<file path="config.mk">
export PLATFORM = sky130hd
export DESIGN_NAME = retire_stage
export DESIGN_NICKNAME = d
export VERILOG_FILES = /design/src/source/rob_pkg.sv /design/src/source/rob_id_allocator.sv /design/src/source/rob_order_fifo.sv /design/src/source/rob_result_bank.sv /design/src/source/rob_commit_ctrl.sv /design/src/source/rob_flush_ctrl.sv /design/src/source/retire_stage.sv
export VERILOG_INCLUDE_DIRS = /design/src /design/src/include
export SDC_FILE = /design/constraint.sdc
export NUM_CORES = 1
export LEC_CHECK = 0
export BUFFER_PORTS_ARGS = -buffer_cell sky130_fd_sc_hd__clkbuf_2
export CORE_MARGIN = 2
export CORE_UTILIZATION = 58
export DETAILED_ROUTE_END_ITERATION = 16
export PLACE_DENSITY_LB_ADDON = 0.12
export SYNTH_ARGS = -nofsm -noshare
export SYNTH_HDL_FRONTEND = slang
export SYNTH_SLANG_ARGS = --single-unit
</file>
<file path="constraint.sdc">
create_clock -name clk_i -period 5.5 [get_ports clk_i]
set_input_delay 1.1 -clock clk_i [delete_from_list [all_inputs] [get_ports clk_i]]
set_output_delay 1.1 -clock clk_i [all_outputs]
set_load 0.03 [all_outputs]
</file>
<file path="src/include/rob_config.svh">
// Sizing macros of the reorder buffer, included by the package, the RTL and the testbench
`ifndef ROB_CONFIG_SVH
`define ROB_CONFIG_SVH

//////////////////////////////////////////////////
// Buffer geometry
//////////////////////////////////////////////////

// Transactions in flight, power of two
`define ROB_DEPTH 8

// Retire ports, one result bank each
`define ROB_PORT_NUM 2

// Transaction ID width, log2 of the depth
`define ROB_ID_WIDTH 3

// Width of one walk result word
`define ROB_WORD_WIDTH 16

`endif

</file>
<file path="src/source/rob_pkg.sv">
// Shared types of the reorder buffer; referenced by scoped name from every RTL block
`default_nettype none

`include "rob_config.svh"

package rob_pkg;

    // Transaction ID, wraps at the buffer depth
    typedef logic [`ROB_ID_WIDTH-1:0] rob_id_t;

    //////////////////////////////////////////////////
    // Result word views
    //////////////////////////////////////////////////

    // Clean walk, the word is a permission entry
    typedef struct packed {
        logic                        valid;
        logic                        read;
        logic                        write;
        logic                        exec;
        // Table address tag fills the rest
        logic [`ROB_WORD_WIDTH-5:0]  tag;
    } rob_perm_t;

    // Faulted walk, the word is a fault record
    typedef struct packed {
        logic [3:0]                  code;
        // Level where the walk stopped
        logic [1:0]                  level;
        logic [`ROB_WORD_WIDTH-7:0]  rsvd;
    } rob_fault_t;

    // Same bits, view picked by the fault flag beside the word
    typedef union packed {
        rob_perm_t   perm;
        rob_fault_t  fault;
    } rob_result_u;

endpackage

`default_nettype wire

</file>
<file path="src/source/rob_id_allocator.sv">
// Hands out in-order transaction IDs to issue requests and pushes them into the order queue
`timescale 1ns/1ns
`default_nettype none

`include "rob_config.svh"

module rob_id_allocator (
    input  wire logic             clk_i,
    input  wire logic             rst_ni,
    input  wire logic             issue_req_i,
    input  wire logic             fifo_full_i,
    input  wire logic             flush_active_i,
    input  wire logic             flush_clear_i,
    output logic                  push_o,
    output rob_pkg::rob_id_t      push_id_o,
    output rob_pkg::rob_id_t      issue_id_o,
    output logic                  issue_grant_o
);

    // Next ID to hand out
    rob_pkg::rob_id_t next_id_q;
    logic             accept;

    // Only place where fullness and flush gate an issue
    // A request while full or flushing is simply dropped
    assign accept = issue_req_i && !fifo_full_i && !flush_active_i;

    // Queue push happens in the request cycle
    assign push_o    = accept;
    assign push_id_o = next_id_q;

    // Counter wraps by width, depth is a power of two
    always_ff @(posedge clk_i) begin
        if (!rst_ni || flush_clear_i) begin
            next_id_q <= '0;
        end else if (accept) begin
            next_id_q <= next_id_q + 1'b1;
        end
    end

    // Grant strobe, one cycle after the request
    always_ff @(posedge clk_i) begin
        if (!rst_ni) begin
            issue_grant_o <= 1'b0;
        end else begin
            issue_grant_o <= accept;
        end
    end

    // ID beside the grant, only meaningful with it
    always_ff @(posedge clk_i) begin
        if (accept) begin
            issue_id_o <= next_id_q;
        end
    end

endmodule

`default_nettype wire

</file>
<file path="src/source/rob_order_fifo.sv">
// Circular queue of granted IDs in issue order; the head is the eldest uncommitted ID
`timescale 1ns/1ns
`default_nettype none

`include "rob_config.svh"

module rob_order_fifo (
    input  wire logic              clk_i,
    input  wire logic              rst_ni,
    input  wire logic              push_i,
    input  wire logic              pop_i,
    input  wire logic              clear_i,
    input  wire rob_pkg::rob_id_t  push_id_i,
    output rob_pkg::rob_id_t       head_id_o,
    output logic                   empty_o,
    output logic                   full_o
);

    // ID storage
    rob_pkg::rob_id_t id_mem [`ROB_DEPTH];

    // Pointers wrap by width
    logic [`ROB_ID_WIDTH-1:0] wr_ptr_q;
    logic [`ROB_ID_WIDTH-1:0] rd_ptr_q;
    // One extra bit so a full queue is distinct from empty
    logic [`ROB_ID_WIDTH:0]   count_q;

    //////////////////////////////////////////////////
    // Pointers and occupancy
    //////////////////////////////////////////////////

    // Callers never push when full nor pop when empty
    always_ff @(posedge clk_i) begin
        if (!rst_ni || clear_i) begin
            wr_ptr_q <= '0;
            rd_ptr_q <= '0;
            count_q  <= '0;
        end else begin
            if (push_i) begin
                wr_ptr_q <= wr_ptr_q + 1'b1;
            end
            if (pop_i) begin
                rd_ptr_q <= rd_ptr_q + 1'b1;
            end
            // Push and pop together leave the count as it is
            if (push_i && !pop_i) begin
                count_q <= count_q + 1'b1;
            end else if (pop_i && !push_i) begin
                count_q <= count_q - 1'b1;
            end
        end
    end

    // Storage write, contents are don't care until pushed
    always_ff @(posedge clk_i) begin
        if (push_i) begin
            id_mem[wr_ptr_q] <= push_id_i;
        end
    end

    //////////////////////////////////////////////////
    // Status and head
    //////////////////////////////////////////////////

    assign head_id_o = id_mem[rd_ptr_q];
    assign empty_o   = (count_q == '0);
    assign full_o    = (count_q == (`ROB_ID_WIDTH+1)'(`ROB_DEPTH));

endmodule

`default_nettype wire

</file>
<file path="src/source/rob_result_bank.sv">
// Per-port result register file indexed by ID, with retire write, head read and clears
`timescale 1ns/1ns
`default_nettype none

`include "rob_config.svh"

module rob_result_bank (
    input  wire logic                 clk_i,
    input  wire logic                 rst_ni,
    input  wire logic                 clear_all_i,
    input  wire logic                 wr_en_i,
    input  wire rob_pkg::rob_id_t     wr_id_i,
    input  wire logic                 wr_fault_i,
    input  wire rob_pkg::rob_result_u wr_result_i,
    input  wire rob_pkg::rob_id_t     rd_id_i,
    input  wire logic                 rd_clear_i,
    output logic                      done_o,
    output logic                      rd_fault_o,
    output rob_pkg::rob_result_u      rd_result_o
);

    // Done bit per entry, the only control state here
    logic [`ROB_DEPTH-1:0] done_q;

    // Payload per entry
    logic [`ROB_DEPTH-1:0] fault_q;
    rob_pkg::rob_result_u  result_q [`ROB_DEPTH];

    //////////////////////////////////////////////////
    // Done bits
    //////////////////////////////////////////////////

    // Flush wipes every entry and drops a same-cycle write
    always_ff @(posedge clk_i) begin
        if (!rst_ni || clear_all_i) begin
            done_q <= '0;
        end else begin
            // Committed entry is released
            if (rd_clear_i) begin
                done_q[rd_id_i] <= 1'b0;
            end
            // A retire marks its entry, written after the clear
            if (wr_en_i) begin
                done_q[wr_id_i] <= 1'b1;
            end
        end
    end

    //////////////////////////////////////////////////
    // Payload
    //////////////////////////////////////////////////

    always_ff @(posedge clk_i) begin
        if (wr_en_i && !clear_all_i) begin
            fault_q[wr_id_i]  <= wr_fault_i;
            result_q[wr_id_i] <= wr_result_i;
        end
    end

    // Combinational read at the head ID
    assign done_o      = done_q[rd_id_i];
    assign rd_fault_o  = fault_q[rd_id_i];
    assign rd_result_o = result_q[rd_id_i];

endmodule

`default_nettype wire

</file>
<file path="src/source/rob_commit_ctrl.sv">
// Releases the eldest entry once a bank holds its result and drives the decoded commit
`timescale 1ns/1ns
`default_nettype none

`include "rob_config.svh"

module rob_commit_ctrl (
    input  wire logic                 clk_i,
    input  wire logic                 rst_ni,
    input  wire logic                 fifo_empty_i,
    input  wire logic                 flush_active_i,
    input  wire rob_pkg::rob_id_t     head_id_i,
    input  wire logic [`ROB_PORT_NUM-1:0] bank_done_i,
    input  wire logic [`ROB_PORT_NUM-1:0] bank_fault_i,
    input  wire rob_pkg::rob_result_u bank_result_i [`ROB_PORT_NUM],
    output logic                      pop_o,
    output logic                      commit_valid_o,
    output logic                      commit_fault_o,
    output rob_pkg::rob_id_t          commit_id_o,
    output logic [2:0]                commit_perm_o,
    output logic [3:0]                commit_fault_code_o
);

    // Result picked from the banks
    logic                 sel_fault;
    rob_pkg::rob_result_u sel_result;

    //////////////////////////////////////////////////
    // Bank select and pop decision
    //////////////////////////////////////////////////

    // Highest port index with the head done wins
    always_comb begin
        sel_fault  = 1'b0;
        sel_result = '0;
        for (int p = 0; p < `ROB_PORT_NUM; p++) begin
            if (bank_done_i[p]) begin
                sel_fault  = bank_fault_i[p];
                sel_result = bank_result_i[p];
            end
        end
    end

    // Pop also clears the head entry in every bank
    assign pop_o = !fifo_empty_i && !flush_active_i && (|bank_done_i);

    //////////////////////////////////////////////////
    // Registered commit
    //////////////////////////////////////////////////

    always_ff @(posedge clk_i) begin
        if (!rst_ni) begin
            commit_valid_o <= 1'b0;
        end else begin
            commit_valid_o <= pop_o;
        end
    end

    // Word decoded through the view the fault flag selects
    always_ff @(posedge clk_i) begin
        if (pop_o) begin
            commit_id_o    <= head_id_i;
            commit_fault_o <= sel_fault;
            if (sel_fault) begin
                commit_perm_o       <= 3'b000;
                commit_fault_code_o <= sel_result.fault.code;
            end else begin
                commit_perm_o       <= {sel_result.perm.read,
                                        sel_result.perm.write,
                                        sel_result.perm.exec};
                commit_fault_code_o <= 4'h0;
            end
        end
    end

endmodule

`default_nettype wire

</file>
<file path="src/source/rob_flush_ctrl.sv">
// Flush-all sequencer giving the clear pulse, the busy window and the done status
`timescale 1ns/1ns
`default_nettype none

module rob_flush_ctrl (
    input  wire logic  clk_i,
    input  wire logic  rst_ni,
    input  wire logic  flush_i,
    output logic       flush_clear_o,
    output logic       flush_active_o,
    output logic       flush_done_o
);

    typedef enum logic [1:0] {
        FLUSH_RUN,
        FLUSH_CLEAR,
        FLUSH_WAIT
    } flush_state_e;

    flush_state_e state_q;
    flush_state_e state_cur;
    flush_state_e state_d;

    // First cycle with flush_i high is the clear cycle itself
    // so the clear state is entered without a register stage
    assign state_cur = (state_q == FLUSH_RUN && flush_i) ? FLUSH_CLEAR : state_q;

    always_comb begin
        state_d = state_cur;
        case (state_cur)
            FLUSH_RUN:   state_d = FLUSH_RUN;
            // One clear cycle, then hold done
            FLUSH_CLEAR: state_d = FLUSH_WAIT;
            // Stay until the request drops
            FLUSH_WAIT:  state_d = flush_i ? FLUSH_WAIT : FLUSH_RUN;
            default:     state_d = FLUSH_RUN;
        endcase
    end

    always_ff @(posedge clk_i) begin
        if (!rst_ni) begin
            state_q <= FLUSH_RUN;
        end else begin
            state_q <= state_d;
        end
    end

    // Outputs
    assign flush_clear_o  = (state_cur == FLUSH_CLEAR);
    assign flush_active_o = (state_cur != FLUSH_RUN);
    assign flush_done_o   = (state_cur == FLUSH_WAIT);

endmodule

`default_nettype wire

</file>
<file path="src/source/retire_stage.sv">
// Reorder buffer of the walker retire stage; top level joining issue, retire and commit sides
`timescale 1ns/1ns
`default_nettype none

`include "rob_config.svh"

module retire_stage (
    input  wire logic                     clk_i,
    input  wire logic                     rst_ni,
    // Issue side
    input  wire logic                     issue_req_i,
    output logic                          issue_grant_o,
    output rob_pkg::rob_id_t              issue_id_o,
    output logic                          rob_full_o,
    // Retire ports
    input  wire logic [`ROB_PORT_NUM-1:0] retire_valid_i,
    input  wire rob_pkg::rob_id_t         retire_id_i [`ROB_PORT_NUM],
    input  wire logic [`ROB_PORT_NUM-1:0] retire_fault_i,
    input  wire rob_pkg::rob_result_u     retire_result_i [`ROB_PORT_NUM],
    // Commit side
    output logic                          commit_valid_o,
    output rob_pkg::rob_id_t              commit_id_o,
    output logic                          commit_fault_o,
    output logic [2:0]                    commit_perm_o,
    output logic [3:0]                    commit_fault_code_o,
    // Flush control and status
    input  wire logic                     flush_i,
    output logic                          flush_done_o
);

    // Flush
    logic flush_clear;
    logic flush_active;

    // Order queue
    logic             fifo_push;
    logic             fifo_pop;
    logic             fifo_empty;
    rob_pkg::rob_id_t fifo_push_id;
    rob_pkg::rob_id_t head_id;

    // Bank read side, one lane per port
    logic [`ROB_PORT_NUM-1:0] bank_done;
    logic [`ROB_PORT_NUM-1:0] bank_fault;
    rob_pkg::rob_result_u     bank_result [`ROB_PORT_NUM];

    //////////////////////////////////////////////////
    // Control
    //////////////////////////////////////////////////

    rob_flush_ctrl i_rob_flush_ctrl (
        .clk_i          (clk_i),
        .rst_ni         (rst_ni),
        .flush_i        (flush_i),
        .flush_clear_o  (flush_clear),
        .flush_active_o (flush_active),
        .flush_done_o   (flush_done_o)
    );

    rob_id_allocator i_rob_id_allocator (
        .clk_i          (clk_i),
        .rst_ni         (rst_ni),
        .issue_req_i    (issue_req_i),
        .fifo_full_i    (rob_full_o),
        .flush_active_i (flush_active),
        .flush_clear_i  (flush_clear),
        .push_o         (fifo_push),
        .push_id_o      (fifo_push_id),
        .issue_id_o     (issue_id_o),
        .issue_grant_o  (issue_grant_o)
    );

    // Full status comes straight from the queue occupancy
    rob_order_fifo i_rob_order_fifo (
        .clk_i     (clk_i),
        .rst_ni    (rst_ni),
        .push_i    (fifo_push),
        .pop_i     (fifo_pop),
        .clear_i   (flush_clear),
        .push_id_i (fifo_push_id),
        .head_id_o (head_id),
        .empty_o   (fifo_empty),
        .full_o    (rob_full_o)
    );

    //////////////////////////////////////////////////
    // Result banks
    //////////////////////////////////////////////////

    // Retire writes are dropped for the whole flush window
    for (genvar p = 0; p < `ROB_PORT_NUM; p++) begin : gen_bank
        rob_result_bank i_rob_result_bank (
            .clk_i       (clk_i),
            .rst_ni      (rst_ni),
            .clear_all_i (flush_clear),
            .wr_en_i     (retire_valid_i[p] & ~flush_active),
            .wr_id_i     (retire_id_i[p]),
            .wr_fault_i  (retire_fault_i[p]),
            .wr_result_i (retire_result_i[p]),
            .rd_id_i     (head_id),
            .rd_clear_i  (fifo_pop),
            .done_o      (bank_done[p]),
            .rd_fault_o  (bank_fault[p]),
            .rd_result_o (bank_result[p])
        );
    end

    //////////////////////////////////////////////////
    // Commit
    //////////////////////////////////////////////////

    rob_commit_ctrl i_rob_commit_ctrl (
        .clk_i               (clk_i),
        .rst_ni              (rst_ni),
        .fifo_empty_i        (fifo_empty),
        .flush_active_i      (flush_active),
        .head_id_i           (head_id),
        .bank_done_i         (bank_done),
        .bank_fault_i        (bank_fault),
        .bank_result_i       (bank_result),
        .pop_o               (fifo_pop),
        .commit_valid_o      (commit_valid_o),
        .commit_fault_o      (commit_fault_o),
        .commit_id_o         (commit_id_o),
        .commit_perm_o       (commit_perm_o),
        .commit_fault_code_o (commit_fault_code_o)
    );

endmodule

`default_nettype wire

</file>
==> results of run 1 <==
worst min path at each step:
stage,endpoint,slack [ns]
5_1_grt,gen_bank[1].i_rob_result_bank.done_q[2],0.47
3_3_place_gp,gen_bank[1].i_rob_result_bank.done_q[1],0.44
4_1_cts,gen_bank[1].i_rob_result_bank.done_q[2],0.45
6_report,gen_bank[1].i_rob_result_bank.done_q[2],0.45
2_1_floorplan,gen_bank[1].i_rob_result_bank.done_q[2],0.43
3_5_place_dp,gen_bank[1].i_rob_result_bank.done_q[2],0.45
registers in the layout, indices dropped and copies added, names as in the netlist, named ones only:
register	count
i_rob_order_fifo.rd_ptr_q	3
i_rob_commit_ctrl.commit_fault_o	1
i_rob_order_fifo.id_mem	24
i_rob_id_allocator.issue_id_o	3
i_rob_commit_ctrl.commit_id_o	3
gen_bank.i_rob_result_bank.fault_q	16
i_rob_id_allocator.push_id_o	3
i_rob_commit_ctrl.commit_valid_o	1
i_rob_commit_ctrl.commit_fault_code_o	4
gen_bank.i_rob_result_bank.done_q	16
i_rob_id_allocator.issue_grant_o	1
i_rob_order_fifo.count_q	4
i_rob_commit_ctrl.commit_perm_o	3
gen_bank.i_rob_result_bank.result_q	64
i_rob_order_fifo.wr_ptr_q	3
i_rob_flush_ctrl.state_q	1
worst reg2reg max path, stage by stage, from the launching register on:
cell and delay (ns):
dfxtp_1 0.65, mux2i_1 0.26, mux4_2 0.77, clkinv_8 0.23, mux2i_1 0.31, a22oi_2 0.16
a22oi_2 0.21, buf_4 0.20, nor2_2 0.06, inv_1 0.06, ha_1 0.19, inv_1 0.10
ha_1 0.29, a21o_1 0.18, a21oi_1 0.19, xnor2_1 0.10, or3_1 0.31, a21oi_1 0.13
cell usage after synthesis, types with 2 or more instances:
library cell / instances
and3_1: 2
nand2_1: 53
nor4_1: 3
nand3_1: 12
and2_1: 4
nand3b_1: 2
xnor2_1: 4
edfxtp_1: 118
a21oi_1: 13
mux2i_1: 37
nor2b_1: 2
clkbuf_1: 9
o2bb2ai_1: 7
a22oi_1: 3
dfxtp_1: 35
o21ai_0: 9
nor2_2: 2
nor3_1: 12
a221oi_1: 4
o21a_1: 3
nand2b_1: 8
inv_2: 3
o21ai_1: 2
a31oi_1: 7
o22ai_1: 11
mux2i_4: 2
a22o_1: 3
xor2_1: 3
a22oi_2: 3
mux4_2: 5
buf_2: 4
or3_1: 3
ha_1: 6
mux2_2: 3
nor2_1: 38
inv_1: 11
buf_6: 3
o32ai_1: 3
placed cells by master (no fill, tap or decap), types with 3 or more instances in the layout:
master / n
edfxtp_1: 118
nand2_1: 53
clkbuf_2: 39
nor2_1: 38
mux2i_1: 37
dfxtp_1: 35
clkbuf_16: 16
a21oi_1: 13
nand3_1: 12
nor3_1: 12
o22ai_1: 11
inv_1: 11
o21ai_0: 9
buf_4: 9
nand2b_1: 8
a31oi_1: 7
o2bb2ai_1: 7
ha_1: 6
mux4_2: 5
clkinv_4: 5
a221oi_1: 4
xnor2_1: 4
and2_1: 4
clkinvlp_4: 4
nor4_1: 3
o21a_1: 3
o32ai_1: 3
a22o_1: 3
or3_1: 3
xor2_1: 3
inv_2: 3
a22oi_2: 3
mux2_2: 3
a22oi_1: 3
inv_6: 3
cell families after synthesis:
kind of cell	Yosys count	share of synthesized area
flip-flops	153	0.666
AND/OR/NAND/NOR	143	0.100
AO/OA/AOI/OAI	80	0.0923
multiplexers	48	0.0899
buffers and inverters	32	0.0269
XOR/XNOR	7	0.00962
adder cells (fa/ha/maj)	7	0.0149
power by group:
part	switching, mW	total [mW]	internal (mW)	leakage [nW]
clock network	0.475	1.04	0.562	0.253
logic	0.124	0.189	0.0647	0.907
registers	0.0103	1.27	1.26	1.36
total	0.609	2.50	1.89	2.52
area by class of cell:
cell class / instances / area, µm²
Fill cell: 765 / 3550
Multi-Input combinational cell: 285 / 1960
Tap cell: 140 / 175
Sequential cell: 153 / 4240
Clock inverter: 15 / 121
Clock buffer: 17 / 414
Inverter: 15 / 68.8
Timing Repair Buffer: 48 / 263
per-layer routing:
layer,vias to the layer above,part of all wire
met3,13,0.065
met4,0,0.011
li1,1883,-
met1,1941,0.44
met2,145,0.49
met5,-,0
==> flow_summary_export.csv, run 1 <==
group,metric,value,unit
global_routing,grt_max_degree,29,
critical_path,critPathArrivalTime,4.94,ns
worst_hold_path,hp-class,"register to register",
route,antenna_left,0,
die,core.rowCount,38,
timing,final.setup.worst_slack,1.02,ns
timing,fin_crit_sh,0.815,
critical_path,crit-reg2reg-capture,"i_rob_order_fifo.count_q[3]",
route,drt_iter0_drc,302,
placement,hpwl,8890,µm
flow_run,drv_cap,0,
clock_tree,cts_max_path_buffers,2,
clock_tree,cts.sinks,153,
power,p_per_area,345,nW/µm²
synthesis,ys_ff_latch,153,
global_routing,use_met1,0.343,
clock_tree,cts_root_buf,"clkbuf_8",
finish,utilization,0.671,
route,remaining_drc_errors,0,
global_routing,grt-busiest-layer,"met2",
critical_path,endpoint,"i_rob_order_fifo.count_q[3]",
synthesis,yosys_warnings,0,
worst_hold_path,hp-start,"gen_bank[1].i_rob_result_bank.done_q[2]",
critical_path,path_depth,17,
die,dieArea,11800,µm²
synthesis,ys_seq_area_frac,0.666,
finish,final_net_count,573,
route,drt_first_pass_iters,5,
route,vias,3982,
synthesis,syn_inst,470,
finish,drive_gt1_frac,0.193,
critical_path,path_class,"register to register",
clock_tree,cts-resized-gates,0,
placement,dpl.cell_count,641,
timing,setup-violations-final,0,
clock_tree,cts_buffers,17,
critical_path,end_kind,"register",
timing,tightest_slew,1.16,ns
clock_tree,cts_max_level,4,
die,die_w,109,µm
finish,post-route-cell-area,7240,µm²
critical_path,required,5.95,ns
synthesis,synth_cell_types,56,
synthesis,synthTopCellsByArea,"edfxtp_1 56%, dfxtp_1 11%, mux2i_1 5.8%",
timing,maxSlewViolCount,0,
synthesis,netlist_area,6370,µm²
power,power,2.50,mW
clock_tree,clk_pin_slew,0.06,ns
finish,instances_no_fill,673,
timing,hold_ws,0.452,ns
global_routing,grt_pass1_vias,3938,
die,start_util,0.590,
critical_path,path_buf_inv,4,
synthesis,yosysTopAreaCell,"edfxtp_1",
finish,synthToLayoutAreaGrowth,13.7,%
power,ir_drop,0.000230,V
timing,report.final.hold_viol_count,0,
placement,portBuffers,39,
timing,finClkSkew,0.00919,ns
timing,rsz0062_at_grt,"no",
die,ios,64,
critical_path,crit_chain,"mux2i_1 -> mux4_2 -> clkinv_8 -> mux2i_1 -> a22oi_2 -> a22oi_2 -> buf_4 -> nor2_2 -> inv_1 -> ha_1 -> inv_1 -> ha_1 -> a21o_1 -> a21oi_1 -> xnor2_1 -> or3_1 -> a21oi_1",
critical_path,reg2reg_depth,17,
route,via_per_inst,5.92,
global_routing,track_usage,0.246,
synthesis,dominantRegCellSynth,"edfxtp_1",
worst_hold_path,whs_path_depth,2,
clock_tree,cts_setup_buffers,0,
timing,slew_headroom,0.218,
clock_tree,insertion_delay,0.53,ns
critical_path,cp_slowest_cell,"mux4_2",
clock_tree,cts_hold_buf,0,
clock_tree,cts_tree,"built",
critical_path,cp-start-kind,"register",
synthesis,synth_edf_count,118,
timing,fmaxAchievable,223,MHz
synthesis,async_flop_share,0,
critical_path,max_stage_delay,0.77,ns
global_routing,grt_pass1_wl,21000,µm
route,wl_per_cell,19.5,µm
timing,fin_crit,4.48,ns
critical_path,r2r_setup_slack,1.02,ns
global_routing,overflow,0,
status,status,"complete, no violations",
global_routing,grtUsageMet3,0.0508,
global_routing,grt_antenna_before_repair,0,
synthesis,synth_fp_nets,523,
global_routing,met2_usage,0.387,
finish,num_antenna_cells,0,
timing,setup_tns,0,ns
die,fp.dieH,109,µm
placement,pre_cts_ws,1.03,ns
critical_path,cp_max_fo,26,
critical_path,cp_top_family,"multiplexers",
die,core,10800,µm²
synthesis,avgSynthCellArea,13.6,µm²
route,wl,13100,µm
placement,post_dp_cell_area,6710,µm²
synthesis,yosysTopAreaCellShare,0.556,
placement,globalplace.congestion,0.835,
power,p_leak,2.52,nW
Power figures use the tool's default switching activity.
==> inputs of run 2 (changes only) <==
- CORE_UTILIZATION: 58 -> 53
- clock period: 5.5 -> 4.1 ns (I/O delays scaled with it)
==> flow_summary_export.csv, run 2 (synthesis gave the netlist of run 1 again) <==
group,metric,value,unit
global_routing,grt_pass1_wl,20400,µm
timing,report.final.hold_viol_count,0,
clock_tree,insertion_delay,0.42,ns
critical_path,max_stage_delay,0.57,ns
route,drt_first_pass_iters,5,
die,start_util,0.537,
power,p_switching,740,µW
timing,fin_crit_sh,0.920,
power,power_frac_seq,0.471,
route,vias,3907,
status,status,"complete, no violations",
power,ir_drop,0.000251,V
timing,hold_ws,0.449,ns
critical_path,cp_top_family,"compound AO/OA/AOI/OAI gates",
critical_path,cp-start-kind,"register",
clock_tree,cts.sinks,153,
critical_path,required,4.45,ns
critical_path,path_buf_inv,4,
finish,instances_no_fill,690,
critical_path,r2r_setup_slack,0.33,ns
critical_path,reg2reg_depth,17,
route,via_per_inst,5.66,
route,drt_iter0_drc,285,
power,p_leak,2.63,nW
placement,dpl.cell_count,656,
global_routing,grt_max_degree,25,
clock_tree,cts_hold_buf,0,
route,wl,12500,µm
critical_path,crit_chain,"buf_4 -> mux4_2 -> mux2i_4 -> buf_4 -> nor2_1 -> a32oi_2 -> a22oi_2 -> nor2_2 -> inv_1 -> ha_1 -> inv_1 -> ha_1 -> a21o_1 -> a21oi_1 -> xnor2_1 -> or3_1 -> a21oi_1",
finish,regMostFlops,"gen_bank.i_rob_result_bank.result_q",
timing,tightest_slew,1.14,ns
finish,final_common_cell,"edfxtp_1",
finish,reg_top3,"gen_bank.i_rob_result_bank.result_q (64), i_rob_order_fifo.id_mem (24)",
clock_tree,cts_max_path_buffers,2,
clock_tree,cts_max_level,4,
placement,portBuffers,39,
critical_path,cp_slowest_cell,"mux4_2",
placement,globalplace.congestion,0.770,
finish,num_antenna_cells,0,
critical_path,end_kind,"register",
clock_tree,cts_tree,"built",
timing,final.setup.worst_slack,0.329,ns
timing,setup-violations-final,0,
finish,final_net_count,583,
flow_run,drv_cap,0,
clock_tree,cts_root_buf,"clkbuf_16",
global_routing,overflow,0,
route,wl_per_cell,18.2,µm
timing,slew_headroom,0.237,
critical_path,path_class,"register to register",
global_routing,grt_pass1_vias,3899,
critical_path,endpoint,"i_rob_order_fifo.count_q[3]",
finish,post-route-cell-area,7440,µm²
route,antenna_left,0,
die,core,11900,µm²
finish,drive_gt1_frac,0.204,
die,core.rowCount,40,
power,p_int,2.88,mW
critical_path,cp_max_fo,11,
timing,setup_tns,0,ns
die,ios,64,
critical_path,critPathArrivalTime,4.12,ns
placement,post_dp_cell_area,6780,µm²
die,die_w,114,µm
critical_path,path_depth,17,
power,pwr-share-clk,0.457,
global_routing,grt_antenna_before_repair,0,
timing,fin_crit,3.77,ns
power,swShare,0.204,
power,p_per_area,487,nW/µm²
timing,finClkSkew,0.00619,ns
critical_path,crit-reg2reg-capture,"i_rob_order_fifo.count_q[3]",
timing,fmaxAchievable,265,MHz
timing,maxSlewViolCount,0,
finish,largest_reg_flops,64,
die,dieArea,12900,µm²
finish,utilization,0.628,
finish,most-common-layout-cells,"118 x edfxtp_1, 53 x nand2_1, 39 x clkbuf_2",
finish,synthToLayoutAreaGrowth,16.8,%
placement,hpwl,8700,µm
route,remaining_drc_errors,0,
timing,rsz0062_at_grt,"no",
global_routing,track_usage,0.213,
clock_tree,cts_buffers,17,
power,power,3.62,mW
worst_hold_path,hp-class,"register to register",
clock_tree,clk_pin_slew,0.06,ns
power,combPwrFrac,0.072,
die,fp.dieH,114,µm
placement,pre_cts_ws,0.278,ns
run 2: timing repair:
action / CTS / global route
setup buffers: 0 / 2
resized for setup: 0 / 2
setup endpoints to repair: 0 / 1
run 2: worst min-delay path: stages (launching register included):
cell and delay [ns]:
dfxtp_1 0.31, nand2_1 0.05, o2bb2ai_1 0.05
run 2: cell type report:
type / count / area [µm²]
fill: 896 / 4420
sequential: 153 / 4240
multi-input combinational: 285 / 1970
clock buffer: 24 / 502
timing repair buffer: 58 / 338
tap: 147 / 184
clock inverter: 8 / 140
inverter: 15 / 68.8
run 2: layer usage:
layer / share of wire / global-route usage / vias up
li1: - / - / 1896
met1: 0.43 / 0.274 / 1869
met2: 0.49 / 0.345 / 118
met3: 0.052 / 0.0499 / 24
met4: 0.021 / 0.0976 / 0
met5: 0 / 0 / -
run 2: power by group through the flow:
stage          logic [mW]  registers, mW  clock network (mW)
6_report            0.261           1.70                1.66
5_1_grt             0.285           1.71                1.74
4_1_cts             0.259           1.71                1.68
3_5_place_dp        0.257           1.74                   0
3_3_place_gp        0.251           1.74                   0
2_1_floorplan       0.164           1.75                   0
run 2: worst min-delay path by stage:
stage	startpoint	endpoint	slack, ns	cells after the start
floorplan	gen_bank[1].i_rob_result_bank.done_q[2]	gen_bank[1].i_rob_result_bank.done_q[2]	0.43	2
global placement	gen_bank[1].i_rob_result_bank.done_q[2]	gen_bank[1].i_rob_result_bank.done_q[2]	0.43	2
detailed placement	gen_bank[0].i_rob_result_bank.done_q[2]	gen_bank[0].i_rob_result_bank.done_q[2]	0.44	2
CTS	gen_bank[0].i_rob_result_bank.done_q[1]	gen_bank[0].i_rob_result_bank.done_q[1]	0.45	2
global route	gen_bank[0].i_rob_result_bank.done_q[1]	gen_bank[0].i_rob_result_bank.done_q[1]	0.48	2
finish	gen_bank[0].i_rob_result_bank.done_q[1]	gen_bank[0].i_rob_result_bank.done_q[1]	0.45	2
